==> src/design/sdram_geom_pkg.sv <==
// SDRAM geometry types
`default_nettype none

package sdram_geom_pkg;

  // Device geometry
  localparam int BA_W      = 2;
  localparam int ROW_W     = 11;
  localparam int COL_W     = 8;
  localparam int DQ_W      = 16;
  localparam int NUM_BANKS = 1 << BA_W;

  typedef logic [BA_W-1:0]  ba_t;
  typedef logic [ROW_W-1:0] row_t;
  typedef logic [COL_W-1:0] col_t;
  typedef logic [DQ_W-1:0]  dq_t;

  // Address pins carry a full row during ACT
  typedef logic [ROW_W-1:0] addr_t;

endpackage

`default_nettype wire

==> src/design/sdram_cmd_pkg.sv <==
// SDRAM command encoding
`default_nettype none

package sdram_cmd_pkg;

  // Pin order is {cs_n, ras_n, cas_n, we_n}
  typedef enum logic [3:0] {
    CMD_NOP = 4'b0111,
    CMD_ACT = 4'b0011,
    CMD_RD  = 4'b0101,
    CMD_WR  = 4'b0100,
    CMD_PRE = 4'b0010,
    CMD_REF = 4'b0001
  } sdram_cmd_t;

  typedef enum logic {
    BANK_IDLE   = 1'b0,
    BANK_ACTIVE = 1'b1
  } bank_state_t;

  typedef enum logic [1:0] {
    ST_IDLE    = 2'd0,
    ST_REF_PRE = 2'd1,
    ST_REF     = 2'd2
  } sched_state_t;

  // A10 high on PRE closes every bank
  localparam int AP_BIT = 10;

endpackage

`default_nettype wire

==> src/design/sdram_timer_if.sv <==
// Timer load and status bundle
`timescale 1ns/1ps
`default_nettype none

interface sdram_timer_if
  import sdram_geom_pkg::*;
();

  // Load strobes, one cycle wide
  logic [NUM_BANKS-1:0] act_ld;
  logic [NUM_BANKS-1:0] pre_ld;
  logic                 ref_ld;

  // Expired flags
  logic [NUM_BANKS-1:0] rcd_done;
  logic [NUM_BANKS-1:0] rp_done;
  logic [NUM_BANKS-1:0] ras_done;
  logic                 rc_done;

  modport fsm (
    output act_ld, pre_ld, ref_ld,
    input  rcd_done, rp_done, ras_done, rc_done
  );

  modport timers (
    input  act_ld, pre_ld, ref_ld,
    output rcd_done, rp_done, ras_done, rc_done
  );

endinterface

`default_nettype wire

==> src/design/sdram_bank_timers.sv <==
// Bank and row cycle timers
`timescale 1ns/1ps
`default_nettype none

module sdram_bank_timers
  import sdram_geom_pkg::*;
#(
  parameter int T_RCD = 3,
  parameter int T_RP  = 3,
  parameter int T_RAS = 6,
  parameter int T_RC  = 8
)
(
  input  logic          clk_i,
  input  logic          rst_ni,
  sdram_timer_if.timers tmr
);

  // Three counters per bank, then one shared tRC counter on top
  localparam int NT    = 3 * NUM_BANKS + 1;
  localparam int T_MAX = (T_RCD > T_RP) ? ((T_RCD > T_RAS) ? ((T_RCD > T_RC) ? T_RCD : T_RC)
                                                           : ((T_RAS > T_RC) ? T_RAS : T_RC))
                                        : ((T_RP > T_RAS)  ? ((T_RP > T_RC) ? T_RP : T_RC)
                                                           : ((T_RAS > T_RC) ? T_RAS : T_RC));
  localparam int CNT_W = $clog2(T_MAX + 1);

  logic [NT-1:0] ld;
  logic [NT-1:0] done;

  // tRC restarts on any ACT as well as on REF
  assign ld = {(|tmr.act_ld) | tmr.ref_ld, tmr.act_ld, tmr.pre_ld, tmr.act_ld};

  assign tmr.rcd_done = done[0 +: NUM_BANKS];
  assign tmr.rp_done  = done[NUM_BANKS +: NUM_BANKS];
  assign tmr.ras_done = done[2*NUM_BANKS +: NUM_BANKS];
  assign tmr.rc_done  = done[NT-1];

  //////////////////////////////////////////////////////////////////////
  // Down-counters
  //////////////////////////////////////////////////////////////////////

  for (genvar i = 0; i < NT; i++)
  begin : gen_cnt
    localparam int T_LD = (i < NUM_BANKS)   ? T_RCD :
                          (i < 2*NUM_BANKS) ? T_RP  :
                          (i < 3*NUM_BANKS) ? T_RAS : T_RC;
    // Loaded one short so the next command may land exactly T cycles later
    localparam logic [CNT_W-1:0] LD_VAL = CNT_W'((T_LD > 0) ? T_LD - 1 : 0);

    logic [CNT_W-1:0] cnt;

    always_ff @(posedge clk_i or negedge rst_ni)
    begin
      if (!rst_ni)
      begin
        cnt     <= '0;
        done[i] <= 1'b1;
      end
      else if (ld[i])
      begin
        cnt     <= LD_VAL;
        done[i] <= (T_LD <= 1);
      end
      else if (!done[i])
      begin
        cnt     <= cnt - 1'b1;
        done[i] <= (cnt == CNT_W'(1));
      end
    end
  end

endmodule

`default_nettype wire

==> src/design/sdram_refresh_ctrl.sv <==
// Auto-refresh request generator
`timescale 1ns/1ps
`default_nettype none

module sdram_refresh_ctrl
#(
  parameter int T_REFI = 200
)
(
  input  logic clk_i,
  input  logic rst_ni,
  input  logic ref_issued_i,
  output logic ref_pending_o
);

  localparam int            IW     = $clog2(T_REFI + 1);
  localparam logic [IW-1:0] RELOAD = IW'(T_REFI - 1);

  logic [IW-1:0] interval_q;
  logic          tick;
  logic [2:0]    pend_q;

  assign tick = (interval_q == '0);

  // Interval counter, one tick every T_REFI cycles
  always_ff @(posedge clk_i or negedge rst_ni)
  begin
    if (!rst_ni)
      interval_q <= RELOAD;
    else if (tick)
      interval_q <= RELOAD;
    else
      interval_q <= interval_q - 1'b1;
  end

  // Pending count, saturates at seven
  always_ff @(posedge clk_i or negedge rst_ni)
  begin
    if (!rst_ni)
      pend_q <= '0;
    else
    begin
      case ({tick, ref_issued_i && (|pend_q)})
        2'b10:
          if (!(&pend_q))
            pend_q <= pend_q + 1'b1;
        2'b01:
          pend_q <= pend_q - 1'b1;
        default: ;
      endcase
    end
  end

  assign ref_pending_o = |pend_q;

endmodule

`default_nettype wire

==> src/design/sdram_cmd_fsm.sv <==
// SDRAM command scheduler FSM
`timescale 1ns/1ps
`default_nettype none

module sdram_cmd_fsm
  import sdram_geom_pkg::*;
  import sdram_cmd_pkg::*;
(
  input  logic       clk_i,
  input  logic       rst_ni,
  input  logic       rd_req_i,
  input  logic       wr_req_i,
  input  ba_t        req_ba_i,
  input  row_t       req_row_i,
  input  col_t       req_col_i,
  input  dq_t        wr_data_i,
  input  logic       ref_pending_i,
  output logic       ref_issued_o,
  output logic       rd_issued_o,
  output logic       req_rdy_o,
  output sdram_cmd_t sdram_cmd_o,
  output ba_t        sdram_ba_o,
  output addr_t      sdram_addr_o,
  output dq_t        sdram_dq_o,
  output logic       sdram_dqoe_o,
  sdram_timer_if.fsm tmr
);

  sched_state_t         state_q;
  sched_state_t         state_d;
  bank_state_t          bank_st_q  [NUM_BANKS];
  row_t                 bank_row_q [NUM_BANKS];
  logic [NUM_BANKS-1:0] bank_open;
  logic                 req_valid;
  logic                 req_hit;
  sdram_cmd_t           cmd_d;
  ba_t                  ba_d;
  addr_t                addr_d;

  always_comb
  begin
    for (int b = 0; b < NUM_BANKS; b++)
      bank_open[b] = (bank_st_q[b] == BANK_ACTIVE);
  end

  // Mask the request in the cycle it is acknowledged
  assign req_valid = (rd_req_i | wr_req_i) & ~req_rdy_o;
  assign req_hit   = bank_open[req_ba_i] && (bank_row_q[req_ba_i] == req_row_i);

  //////////////////////////////////////////////////////////////////////
  // Command decision
  //////////////////////////////////////////////////////////////////////

  always_comb
  begin
    state_d    = state_q;
    cmd_d      = CMD_NOP;
    ba_d       = sdram_ba_o;
    addr_d     = sdram_addr_o;
    tmr.act_ld = '0;
    tmr.pre_ld = '0;
    tmr.ref_ld = 1'b0;

    case (state_q)
      ST_IDLE:
      begin
        if (ref_pending_i)
          state_d = (|bank_open) ? ST_REF_PRE : ST_REF;
        else if (req_valid)
        begin
          // Bank lines are ignored by the device on NOP
          ba_d = req_ba_i;
          if (req_hit)
          begin
            if (tmr.rcd_done[req_ba_i])
            begin
              cmd_d  = wr_req_i ? CMD_WR : CMD_RD;
              addr_d = addr_t'(req_col_i);
            end
          end
          else if (!bank_open[req_ba_i])
          begin
            if (tmr.rp_done[req_ba_i] && tmr.rc_done)
            begin
              cmd_d                = CMD_ACT;
              addr_d               = req_row_i;
              tmr.act_ld[req_ba_i] = 1'b1;
            end
          end
          // Row miss, close the bank first
          else if (tmr.ras_done[req_ba_i])
          begin
            cmd_d                = CMD_PRE;
            addr_d[AP_BIT]       = 1'b0;
            tmr.pre_ld[req_ba_i] = 1'b1;
          end
        end
      end

      ST_REF_PRE:
      begin
        if (&tmr.ras_done)
        begin
          cmd_d          = CMD_PRE;
          addr_d[AP_BIT] = 1'b1;
          tmr.pre_ld     = '1;
          state_d        = ST_REF;
        end
      end

      ST_REF:
      begin
        if ((&tmr.rp_done) && tmr.rc_done)
        begin
          cmd_d      = CMD_REF;
          tmr.ref_ld = 1'b1;
          state_d    = ST_IDLE;
        end
      end

      default:
        state_d = ST_IDLE;
    endcase
  end

  // Count drops at the same edge the REF is registered
  assign ref_issued_o = tmr.ref_ld;
  assign rd_issued_o  = (sdram_cmd_o == CMD_RD);

  //////////////////////////////////////////////////////////////////////
  // Registers
  //////////////////////////////////////////////////////////////////////

  always_ff @(posedge clk_i or negedge rst_ni)
  begin
    if (!rst_ni)
    begin
      state_q      <= ST_IDLE;
      sdram_cmd_o  <= CMD_NOP;
      req_rdy_o    <= 1'b0;
      sdram_dqoe_o <= 1'b0;
      for (int b = 0; b < NUM_BANKS; b++)
        bank_st_q[b] <= BANK_IDLE;
    end
    else
    begin
      state_q      <= state_d;
      sdram_cmd_o  <= cmd_d;
      req_rdy_o    <= (cmd_d == CMD_RD) || (cmd_d == CMD_WR);
      sdram_dqoe_o <= (cmd_d == CMD_WR);
      for (int b = 0; b < NUM_BANKS; b++)
      begin
        if (tmr.pre_ld[b])
          bank_st_q[b] <= BANK_IDLE;
        else if (tmr.act_ld[b])
          bank_st_q[b] <= BANK_ACTIVE;
      end
    end
  end

  // Address, write data and open rows
  always_ff @(posedge clk_i)
  begin
    sdram_ba_o   <= ba_d;
    sdram_addr_o <= addr_d;
    if (cmd_d == CMD_WR)
      sdram_dq_o <= wr_data_i;
    for (int b = 0; b < NUM_BANKS; b++)
    begin
      if (tmr.act_ld[b])
        bank_row_q[b] <= req_row_i;
    end
  end

endmodule

`default_nettype wire

==> src/design/sdram_rd_tracker.sv <==
// Read data return path
`timescale 1ns/1ps
`default_nettype none

module sdram_rd_tracker
  import sdram_geom_pkg::*;
#(
  parameter int CL = 2
)
(
  input  logic clk_i,
  input  logic rst_ni,
  input  logic rd_issued_i,
  input  dq_t  sdram_dq_i,
  output dq_t  rd_data_o,
  output logic rd_valid_o
);

  // One token per RD in flight
  logic [CL-1:0] cas_pipe;

  always_ff @(posedge clk_i or negedge rst_ni)
  begin
    if (!rst_ni)
    begin
      cas_pipe   <= '0;
      rd_valid_o <= 1'b0;
    end
    else
    begin
      cas_pipe[0] <= rd_issued_i;
      for (int i = 1; i < CL; i++)
        cas_pipe[i] <= cas_pipe[i-1];
      rd_valid_o <= cas_pipe[CL-1];
    end
  end

  // DQ is valid on the pins as the token leaves
  always_ff @(posedge clk_i)
  begin
    if (cas_pipe[CL-1])
      rd_data_o <= sdram_dq_i;
  end

endmodule

`default_nettype wire

==> src/design/sdram_sched_top.sv <==
// SDRAM scheduler top level
`timescale 1ns/1ps
`default_nettype none

module sdram_sched_top
  import sdram_geom_pkg::*;
  import sdram_cmd_pkg::*;
#(
  parameter int T_RCD  = 3,
  parameter int T_RP   = 3,
  parameter int T_RAS  = 6,
  parameter int T_RC   = 8,
  parameter int T_REFI = 200,
  parameter int CL     = 2
)
(
  input  logic       clk_i,
  input  logic       rst_ni,
  input  logic       rd_req_i,
  input  logic       wr_req_i,
  input  ba_t        req_ba_i,
  input  row_t       req_row_i,
  input  col_t       req_col_i,
  input  dq_t        wr_data_i,
  output logic       req_rdy_o,
  output dq_t        rd_data_o,
  output logic       rd_valid_o,
  output sdram_cmd_t sdram_cmd_o,
  output ba_t        sdram_ba_o,
  output addr_t      sdram_addr_o,
  input  dq_t        sdram_dq_i,
  output dq_t        sdram_dq_o,
  output logic       sdram_dqoe_o
);

  logic ref_pending;
  logic ref_issued;
  logic rd_issued;

  sdram_timer_if tmr_if ();

  sdram_bank_timers #(
    .T_RCD (T_RCD),
    .T_RP  (T_RP),
    .T_RAS (T_RAS),
    .T_RC  (T_RC)
  ) i_timers (
    .clk_i  (clk_i),
    .rst_ni (rst_ni),
    .tmr    (tmr_if.timers)
  );

  sdram_refresh_ctrl #(
    .T_REFI (T_REFI)
  ) i_refresh (
    .clk_i         (clk_i),
    .rst_ni        (rst_ni),
    .ref_issued_i  (ref_issued),
    .ref_pending_o (ref_pending)
  );

  sdram_cmd_fsm i_fsm (
    .clk_i         (clk_i),
    .rst_ni        (rst_ni),
    .rd_req_i      (rd_req_i),
    .wr_req_i      (wr_req_i),
    .req_ba_i      (req_ba_i),
    .req_row_i     (req_row_i),
    .req_col_i     (req_col_i),
    .wr_data_i     (wr_data_i),
    .ref_pending_i (ref_pending),
    .ref_issued_o  (ref_issued),
    .rd_issued_o   (rd_issued),
    .req_rdy_o     (req_rdy_o),
    .sdram_cmd_o   (sdram_cmd_o),
    .sdram_ba_o    (sdram_ba_o),
    .sdram_addr_o  (sdram_addr_o),
    .sdram_dq_o    (sdram_dq_o),
    .sdram_dqoe_o  (sdram_dqoe_o),
    .tmr           (tmr_if.fsm)
  );

  sdram_rd_tracker #(
    .CL (CL)
  ) i_rd_tracker (
    .clk_i       (clk_i),
    .rst_ni      (rst_ni),
    .rd_issued_i (rd_issued),
    .sdram_dq_i  (sdram_dq_i),
    .rd_data_o   (rd_data_o),
    .rd_valid_o  (rd_valid_o)
  );

endmodule

`default_nettype wire

==> config.mk <==
export PLATFORM = sky130hd
export DESIGN_NAME = sdram_sched_top
export DESIGN_NICKNAME = d
export VERILOG_FILES = /design/src/design/sdram_geom_pkg.sv /design/src/design/sdram_cmd_pkg.sv /design/src/design/sdram_timer_if.sv /design/src/design/sdram_bank_timers.sv /design/src/design/sdram_refresh_ctrl.sv /design/src/design/sdram_cmd_fsm.sv /design/src/design/sdram_rd_tracker.sv /design/src/design/sdram_sched_top.sv
export SDC_FILE = /design/constraint.sdc
export NUM_CORES = 1
export LEC_CHECK = 0
export ABC_CLOCK_PERIOD_IN_PS = 4150
export BUFFER_PORTS_ARGS = -buffer_cell sky130_fd_sc_hd__buf_2
export CAP_MARGIN = 30
export CORE_ASPECT_RATIO = 1.5
export CORE_MARGIN = 2
export CORE_UTILIZATION = 57
export CTS_CLUSTER_DIAMETER = 120
export DETAILED_ROUTE_END_ITERATION = 10
export MAX_ROUTING_LAYER = met4
export PLACE_DENSITY = 0.78
export SLEW_MARGIN = 20
export SYNTH_ARGS = -nofsm -noshare
export SYNTH_HDL_FRONTEND = slang
export SYNTH_SLANG_ARGS = --single-unit
==> constraint.sdc <==
create_clock -name clk_i -period 4.15 [get_ports clk_i]
set_clock_uncertainty 0.05 [all_clocks]
set_input_delay 0.2075 -clock clk_i [delete_from_list [all_inputs] [get_ports clk_i]]
set_output_delay 0.2075 -clock clk_i [all_outputs]
set_load 0.02 [all_outputs]
Yosys cells after proc, flatten, opt, wreduce, memory -nomap -nowiden
Memory sizes are Yosys's and may differ from the RTL's.
Cells that the tools add are included.

operators by class
  add/sub/neg operators = 16
  $lt $le $gt $ge = 2
  eq/ne operators = 45
  multiplexer cells = 131
  bitwise gates (word level) = 5
  reductions and logical operators = 29

operators with widths
  cell                 number
  $mux 4               43
  $mux 11              8
  $mux 1               56
  $eq 4x1->1 const B   13
  $sub 4x1->4 const B  13
  $ne 2x1->1 const B   18
  $reduce_or 11->1     3
  $mux 3               5
  $mux 2               7
  $reduce_bool 2->1    7
  $eq 4x3->1 const B   3
  $pmux 4 s3           1
  $eq 11x11->1         1
  $mux 10              1
  $reduce_and 3->1     3
  $bmux 1 s2           4
  $logic_not 8->1      1
  $mux 8               1
  $pmux 4 s2           1
  $reduce_and 4->1     2
  $reduce_or 4->1      2
  $sub 8x1->8 const B  1
  $reduce_and 7->1     1
  $ne 2x2->1 const B   3
  22 further kinds     30

storage, ports and cells
  register bits after elaboration = 136
  RAM bits = 44
  input port bits = 57
  output and inout bits = 52
  memories = 1

memories
  name              depth  width  rd ports  clocked after Yosys merged registers in  wr ports  RTL line             RTL
  i_fsm.bank_row_q  4      11     1         0                                        1         sdram_cmd_fsm.sv:32  row_t bank_row_q [NUM_BANKS];

Longest topological paths before layout
Gate-level depths: netlist of run 1.

  depth in word-level cells = 16
  gate-level depth with buffers = 11

Cells and area by module
Synthesis of run 1 repeated with hierarchy kept, for this count alone.

second synthesis, totals
  cell total of the unflattened synthesis = 573
  area, all modules = 7,843.8 µm²

modules (own cells, without submodules)
  module              times used  cells an instance  area an instance (µm²)  sequential area each (µm²)
  sdram_cmd_fsm       1           203                3,524.6                 2,471.1
  sdram_bank_timers   1           298                3,205.6                 1,642.8
  sdram_refresh_ctrl  1           53                 558.0                   281.5
  sdram_rd_tracker    1           19                 555.5                   555.5

Worst setup path after synthesis of run 1
Ideal clock, no wire load.

  path kind = input -> register
  from = input req_ba_i[0]
  to = register i_fsm.sdram_dq_o[0] (enable)
  arrival = 3,156 ps
  required time = 3,691 ps
  path slack = 535 ps
  stages = 8
  cells stage by stage = buf_2 -> buf_6 -> mux4_2 -> xnor2_1 -> nand2_1 -> nor4_4 -> nand3_1 -> nor3_1

on the way
  word-level cells in the longest chain between the ends = 10
  elaborated cells on any way between the ends = 21
  those cells by class = eq/ne: 2; mux: 16; reduce/logical: 2; memory: 1

ends and longest elaborated chain
  what                                                                  RTL line               RTL
  start: declaration                                                    sdram_sched_top.sv:21  input ba_t req_ba_i,
  parallel branches: the longest is 5 deep, another holds $mem_v2 4x11  -
  $mux 4 (*)                                                            sdram_cmd_fsm.sv:73    if (req_hit)
  $mux 4 (*)                                                            sdram_cmd_fsm.sv:69    else if (req_valid)
  $mux 4 (*)                                                            sdram_cmd_fsm.sv:67    if (ref_pending_i)
  $pmux 4 s3 (*)                                                        sdram_cmd_fsm.sv:64    case (state_q)
  $eq 4x3->1 (*)                                                        sdram_cmd_fsm.sv:166   if (cmd_d == CMD_WR)
  end signal: assignment                                                sdram_cmd_fsm.sv:167   sdram_dq_o <= wr_data_i;
  end: declaration                                                      sdram_cmd_fsm.sv:24    output dq_t sdram_dq_o,

Every way passes the cells marked *. The select of a mux whose other input is x is not followed.
A chain may end at the register's enable or synchronous reset.

Worst setup path after layout of run 1
  from = register i_refresh.pend_q[0]
  to = memory i_fsm.bank_row_q[1][1] in the netlist's numbering (enable)

on the way
  word-level cells in the longest chain between the ends = 9
  elaborated cells on any way between the ends = 20
  those cells by class = mux: 16; reduce/logical: 4

ends and longest elaborated chain
  what                                                             RTL line                  RTL
  start: declaration                                               sdram_refresh_ctrl.sv:21  logic [2:0] pend_q;
  start signal: assignment                                         sdram_refresh_ctrl.sv:46  pend_q <= pend_q + 1'b1;
  start signal: assignment                                         sdram_refresh_ctrl.sv:48  pend_q <= pend_q - 1'b1;
  $reduce_or 3->1 (*)                                              sdram_refresh_ctrl.sv:54  assign ref_pending_o = |pend_q;
  $mux 4 (*)                                                       sdram_cmd_fsm.sv:67
  $mux 4 (*)                                                       sdram_cmd_fsm.sv:64
  net i_fsm.tmr.act_ld[1]                                          sdram_timer_if.sv:21      output act_ld, pre_ld, ref_ld,
  $mux 1 (*)                                                       sdram_cmd_fsm.sv:170      if (tmr.act_ld[b])
  $mux 1 (implied by the code) (*)                                 sdram_cmd_fsm.sv:171      bank_row_q[b] <= req_row_i;
  $reduce_or 11->1 (no line)                                       -
  $mux 2 (no line) / $mux 1 (equally long branches) (3 in series)  -
  end: declaration                                                 sdram_cmd_fsm.sv:32

The timed path passes the listed nets; every way through them passes the cells marked *.

==> results.tsv, run 1 <==
metric	value	unit
CTS tree	built	
TritonCTS Buffers	17	
most frequent cell on the critical path	or3_1	
synthesized area	7970	sq um
critical path class	reg -> reg	
CP endpoint kind	flip-flop	
HP Start	req_row_i[2]	
Pwr Total	5.82	mW
Starting Density	0.586	
Worst Hold Class	in -> reg	
number of synthesized flops with an enable pin	89	
gr ovfl total	0	
sequential fraction of the synthesis area	0.621	
number of synthesized register bits	179	
vias in the first global route	5533	
pwr dens	604	nW/um^2
Die H	149	microns
crit path cell chain	or3_1, or4_1, or3_1, clkinv_1	
Async SR Flop Fraction	0.503	
xor/xnor share of the synthesized area	0.0616	
startpoint types	flip-flop	
first-pass GRT wire length	26.8	mm
Vias	5328	
share of cells above drive strength 1	0.257	
minimum clock period	3.05	ns
critical-path maximum fanout	19	
area grow syn2layout	21.1	%
post-synth top area share	0.335	
Routed Antenna Nets	0	
critical path's slowest cell	or4_1	
area leader, netlist	edfxtp_1	
largest net degree at the start of global routing	51	
CP arrival	3.06	ns
Starting DRT DRC Count	310	
routability cong.	0.874	
Buffers & Inverters on Critical Path	1	
# clock sinks	179	
maximum capacitance violations	0	
Detailed Place HPWL	10.6	mm
Clock Tree Root	clkbuf_16	
synth cell count leaders	edfxtp_1 (89), nor2_1 (71), dfrtp_1 (69), xnor2_1 (37), nand2_1 (35)	
actual slew at the worst max-slew pin	0.852	ns
peak per-stage delay on the critical path	0.71	ns
final core utilization	0.709	
Routed WL per cell	17.4	microns
Worst IR Drop VDD	0.374	mV
Synth Flop Type	edfxtp_1	
syn nets	712	
top cells by area, synth	edfxtp_1 (34%), dfrtp_1 (22%), dfstp_2 (6.9%)	
DRC violations left	0	
relative slew slack	0.431	
Critical Path Start	i_refresh.pend_q[0]$_DFFE_PN0P_	
status	complete, no violations	
mux share of post-synthesis cell area	0.0658	
Core Region	13600	sq um
max-slew violations	0	
Top delay family on crit path	simple AND/OR/NAND/NOR gates	
adder-cell share of the synthesized area	0.0449	
Synth Area in Compound Gates	0.0479	
post-synthesis simple-gate area fraction	0.127	
Max Freq	328	MHz
clk slew on worst S/H paths	0.07	ns
count leader, synth	edfxtp_1	
unique cell type count in the Yosys netlist	57	
WL final	16.4	mm
I/O Buffers	107	
nets	857	
total global routing track utilization	0.239	
Final Hold Vio Count	0	
initial antenna violation count	0	
DR pass1 iterations	5	
H-Tree Depth	4	
diode count	0	
post-CTS sizing	0	
Die ar.	15000	sq um
Cells after Synth	627	
CTS max path bufs	2	
period utilization	0.734	
die width	101	microns
Std-Cell Rows	52	
Leakage	3.99	nW
clk_lat worst skew	0.43	ns
YS warnings	0	
CP required	4.17	ns
io pins	109	
main combinational cell family by area after synthesis	simple AND/OR/NAND/NOR gates	
# setup viols final	0	
Syn Area/Cell	12.7	sq um
setup TNS	0	ns
worst r2r src	i_refresh.pend_q[0]$_DFFE_PN0P_	
RSZ-0062 raised after global routing	no	
DR vias/cell	5.63	
-- cell families after synthesis --
group | after synthesis
compound gates | 58
xor+xnor | 56
fa+ha+maj | 28
buf+inv | 61
flops | 179
mux | 37
other cells | 1
simple gates | 207
-- repair_timing --
| item | in CTS | in global routing |
|---|---|---|
| buffers inserted | 0 | 0 |
| hold buffers | 38 | 0 |
| endpoints found under the hold margin | 91 | 0 |
-- per-stage QoR --
| stage | hold slack [ns] | instances | worst slack, ns | instance area (sq um) |
|---|---|---|---|---|
| after CTS | 0.00375 | 947 | 1.12 | 9650 |
| after global routing | 0.0112 | 947 | 0.980 | 9650 |
| after global placement | 0.229 | 877 | 0.920 | 8650 |
| after floorplan | -0.138 | 627 | 0.535 | 7970 |
| final | 0.0147 | 947 | 1.10 | 9650 |
| after detailed placement | 0.234 | 877 | 0.802 | 8650 |
-- registers in the layout, indices dropped and copies added, names as in the netlist --
signal / cells
i_fsm.bank_open: 4
i_fsm.bank_row_q: 44
i_fsm.req_rdy_o: 1
i_fsm.sdram_addr_o: 11
i_fsm.sdram_ba_o: 2
i_fsm.sdram_cmd_o: 3
i_fsm.sdram_dq_o: 16
i_fsm.sdram_dqoe_o: 1
i_fsm.state_q: 2
i_rd_tracker.cas_pipe: 2
i_rd_tracker.rd_data_o: 16
i_rd_tracker.rd_valid_o: 1
i_refresh.interval_q: 8
i_refresh.pend_q: 3
i_timers.gen_cnt.cnt: 52
i_timers.tmr.ras_done: 4
i_timers.tmr.rc_done: 1
i_timers.tmr.rcd_done: 4
i_timers.tmr.rp_done: 4
-- cell usage in the layout (no fill, tap or decap), drive strengths merged, types with 2 or more instances in the layout --
cell / netlist / layout
dfstp: 21 / 21
clkbuf: 17 / 17
nor3: 28 / 28
o22ai: 2 / 2
a21oi: 26 / 26
dfrtp: 69 / 69
xor2: 19 / 19
a2111oi: 4 / 4
xnor2: 37 / 37
nand4: 3 / 3
nor4: 17 / 17
o221ai: 2 / 2
clkinv: 3 / 3
and2: 2 / 2
edfxtp: 89 / 89
mux2i: 13 / 13
bufinv: 0 / 3
nor2: 72 / 72
o21ai: 12 / 12
or2: 3 / 3
clkinvlp: 0 / 5
nand2: 35 / 35
buf: 7 / 112
ha: 27 / 27
dlygate4sd3: 0 / 38
mux2: 13 / 13
mux4: 11 / 11
nand3: 11 / 11
o21bai: 2 / 2
nand2b: 4 / 4
nor2b: 14 / 14
or3: 9 / 9
inv: 34 / 41
nand3b: 4 / 4
-- metal layers --
| layer | track usage | vias to the layer above | routed length, microns |
|---|---|---|---|
| met4 | 0.0973 | 0 | 471 |
| met5 | - | - | 0 |
| li1 | - | 2485 | - |
| met3 | 0.0534 | 34 | 875 |
| met2 | 0.414 | 168 | 8750 |
| met1 | 0.264 | 2641 | 6330 |
-- area by class of cell --
class	count	area, sq um
Clock buffer	17	425
Clock inverter	15	191
Fill cell	850	3950
Inverter	37	139
Multi-Input combinational cell	387	2780
Sequential cell	179	4950
Tap cell	162	203
Timing Repair Buffer	150	956
-- final timing paths --
path | end | slack, ns | cells after the start
worst max-delay path | i_fsm.bank_row_q[1][1]$_DFFE_PP_ | 1.10 | 4
worst max register to register | i_fsm.bank_row_q[1][1]$_DFFE_PP_ | 1.10 | 4
worst min-delay path | i_fsm.bank_row_q[3][2]$_DFFE_PP_ | 0.01 | 1
max in group asynchronous | i_timers.tmr.rp_done[1]$_DFF_PN1_ | 2.75 | 3
worst min register to register | i_rd_tracker.cas_pipe[1]$_DFF_PN0_ | 0.31 | 0
min in group asynchronous | i_timers.gen_cnt[3].cnt[0]$_DFFE_PN0P_ | 0.31 | 2
-- power breakdown --
| part | internal, mW | leakage (nW) | switching, mW | total, mW |
|---|---|---|---|---|
| clock | 0.963 | 0.287 | 0.703 | 1.67 |
| sequential | 2.34 | 1.87 | 0.421 | 2.76 |
| combinational | 0.668 | 1.83 | 0.729 | 1.40 |
(Power assumes the default switching activity.)
==> inputs of run 2 (changes only) <==
Settings changed: ABC_CLOCK_PERIOD_IN_PS 4150 to 3000.
Clock period 4.15 ns to 3 ns, I/O delays scaled along.
==> run 2 against run 1 <==
  * Setup slack worse by 0.96 ns
  * Cell count up 3.5%
  * Critical path depth up 2
  * Total power up 37%
  * Sequential share of layout area down 1.5 points
  * Die area unchanged
  * Sequential power up 38%
  * Clock power up 30%
  * Global-route usage up 1.5 points
  * Maximum frequency up 6.5%
  * Critical endpoint is now i_timers.gen_cnt[9].cnt[3]$_DFFE_PN0P_
  * Largest cell class unchanged
  * Largest power group unchanged
==> results.tsv, run 2 (synthesis gave the netlist of run 1 again) <==
metric	value	unit	change
status	complete, no violations		unchanged
crit path cell chain	or3_1, or4_1, or3_1, clkinv_1, buf_4, nor2_1		was or3_1, or4_1, or3_1, clkinv_1
setup TNS	0	ns	unchanged
pwr dens	804	nW/um^2	was 604 nW/um^2
Core Region	13600	sq um	unchanged
gr ovfl total	0		unchanged
DR vias/cell	5.67		was 5.63
DR pass1 iterations	4		was 5
nets	890		was 857
startpoint types	flip-flop		unchanged
CP arrival	3.12	ns	was 3.06 ns
area grow syn2layout	24.7	%	was 21.1%
minimum clock period	2.86	ns	was 3.05 ns
final non-filler cell total	980		was 947
critical-path maximum fanout	17		was 19
clk slew on worst S/H paths	0.06	ns	was 0.07 ns
post-CTS sizing	0		unchanged
Worst Hold Class	in -> reg		unchanged
M1 wire length	6.56	mm	was 6.33 mm
first-pass GRT wire length	28.2	mm	was 26.8 mm
initial antenna violation count	0		unchanged
H-Tree Depth	4		unchanged
largest net degree at the start of global routing	60		was 51
maximum capacitance violations	0		unchanged
max-slew violations	0		unchanged
relative slew slack	0.549		was 0.431
Post-CTS Setup Inserts	0		unchanged
WHS	0.0132	ns	was 0.0147 ns
actual slew at the worst max-slew pin	0.673	ns	was 0.852 ns
Detailed Place HPWL	11.1	mm	was 10.6 mm
most frequent cell on the critical path	or3_1		unchanged
DP Cell Count	897		was 877
number of cells on the worst reg-to-reg path	6		was 4
clk_lat worst skew	0.42	ns	was 0.43 ns
worst r2r src	i_refresh.pend_q[1]$_DFFE_PN0P_		was i_refresh.pend_q[0]$_DFFE_PN0P_
Max Freq	350	MHz	was 328 MHz
worst flop-to-flop path endpoint	i_timers.gen_cnt[9].cnt[3]$_DFFE_PN0P_		was i_fsm.bank_row_q[1][1]$_DFFE_PP_
Std-Cell Rows	52		unchanged
CTS tree	built		unchanged
die width	101	microns	unchanged
Die H	149	microns	unchanged
final core utilization	0.731		was 0.709
Fill cells	814		was 850
# clock sinks	179		unchanged
WL met2	9.70	mm	was 8.75 mm
TritonCTS Buffers	17		unchanged
max reg flops	52		unchanged
peak per-stage delay on the critical path	0.58	ns	was 0.71 ns
Vias	5559		was 5328
CP required	3.26	ns	was 4.17 ns
critical path's slowest cell	or4_1		unchanged
vias in the first global route	5807		was 5533
period utilization	0.953		was 0.734
Pwr Total	7.99	mW	was 5.82 mW
# setup viols final	0		unchanged
Die ar.	15000	sq um	unchanged
WL final	17.5	mm	was 16.4 mm
Clock Tree Root	clkbuf_16		unchanged
CTS max path bufs	2		unchanged
worst reg2reg setup slack	0.14	ns	was 1.10 ns
diode count	0		unchanged
share of cells above drive strength 1	0.270		was 0.257
routability cong.	0.815		was 0.874
Routed WL per cell	17.8	microns	was 17.4 microns
DR top layer	met4		unchanged
Worst IR Drop VDD	0.520	mV	was 0.374 mV
total global routing track utilization	0.254		was 0.239
met3 routed WL	858	microns	was 875 microns
RSZ-0062 raised after global routing	no		unchanged
critical path class	reg -> reg		unchanged
Starting DRT DRC Count	331		was 310
commonest non-fill, non-tap cell in the layout	buf_2		unchanged
io pins	109		unchanged
largest registers	i_timers.gen_cnt.cnt (52), i_fsm.bank_row_q (44)		unchanged
Leakage	4.16	nW	was 3.99 nW
Routed Antenna Nets	0		unchanged
cts hold-fix bufs	51		was 38
CP endpoint kind	flip-flop		unchanged
DRC violations left	0		unchanged
CP Capture Point	i_timers.gen_cnt[9].cnt[3]$_DFFE_PN0P_		was i_fsm.bank_row_q[1][1]$_DFFE_PP_
I/O Buffers	107		unchanged
Starting Density	0.586		unchanged
Final Hold Vio Count	0		unchanged
Critical Path Start	i_refresh.pend_q[1]$_DFFE_PN0P_		was i_refresh.pend_q[0]$_DFFE_PN0P_
most frequent cells in the layout	buf_2 (106), edfxtp_1 (89), nor2_1 (71)		unchanged
Largest Register	i_timers.gen_cnt.cnt		unchanged
==> run 2: cell count changes in the layout (fill, tap and decap cells not counted), sizes merged <==
| cell | change |
|---|---|
| buf | +20 |
| bufinv | -2 |
| clkbuf | +4 |
| clkinv | +4 |
| clkinvlp | -3 |
| dlygate4sd3 | +13 |
| inv | -3 |
==> run 2: worst max-delay path: cells and delay by family (launching register included) <==
kind,cells,cell delay (ns)
buffers and inverters,2,0.63
DFF,1,0.47
and+or+nand+nor,4,1.60
==> run 2: worst min-delay path by stage <==
stage / end / cells past startpoint / slack [ns] / from
final: i_fsm.sdram_addr_o[7]$_DFFE_PP_ / 2 / 0.01 / req_col_i[7]
after global routing: i_fsm.sdram_addr_o[7]$_DFFE_PP_ / 2 / 0.01 / req_col_i[7]
after CTS: i_fsm.sdram_addr_o[7]$_DFFE_PP_ / 2 / 0.009 / req_col_i[7]
after detailed placement: i_timers.gen_cnt[3].cnt[2]$_DFFE_PN0P_ / 1 / 0.09 / rst_ni
after global placement: i_rd_tracker.rd_data_o[2]$_DFFE_PP_ / 1 / 0.28 / sdram_dq_i[2]
after floorplan: i_fsm.bank_open[0]$_DFFE_PN0P_ / 0 / -0.20 / rst_ni
==> run 2: final cells by class <==
type | instances | area (sq um) | share of cell area
flip-flops and latches | 179 | 4950 | 0.498
multi-input cells | 387 | 2790 | 0.281
repair buffers | 183 | 1270 | 0.128
clock buffers | 21 | 470 | 0.0473
well taps | 162 | 203 | 0.0204
inverters | 37 | 139 | 0.0140
clock inverters | 11 | 118 | 0.0118
==> run 2: routing by layer <==
metal  global-route usage  vias to the layer above
met1                0.281                     2783
met2                0.457                      185
li1                     -                     2559
met3               0.0431                       32
met5                    -                        -
met4               0.0918                        0
==> run 2: where the power goes <==
group          leakage, nW  internal (mW)  switching, mW
combinational         2.01          0.972           1.03
clock                0.283           1.23          0.941
sequential            1.87           3.24          0.579
total                 4.16           5.44           2.55
==> run 2: through the flow <==
step | area (sq um) | setup WS, ns
final | 9940 | 0.142
after global routing | 9940 | 0.0184
after CTS | 9940 | 0.159
after detailed placement | 8840 | 0.116
after global placement | 8810 | 0.223
after floorplan | 7980 | 0.107
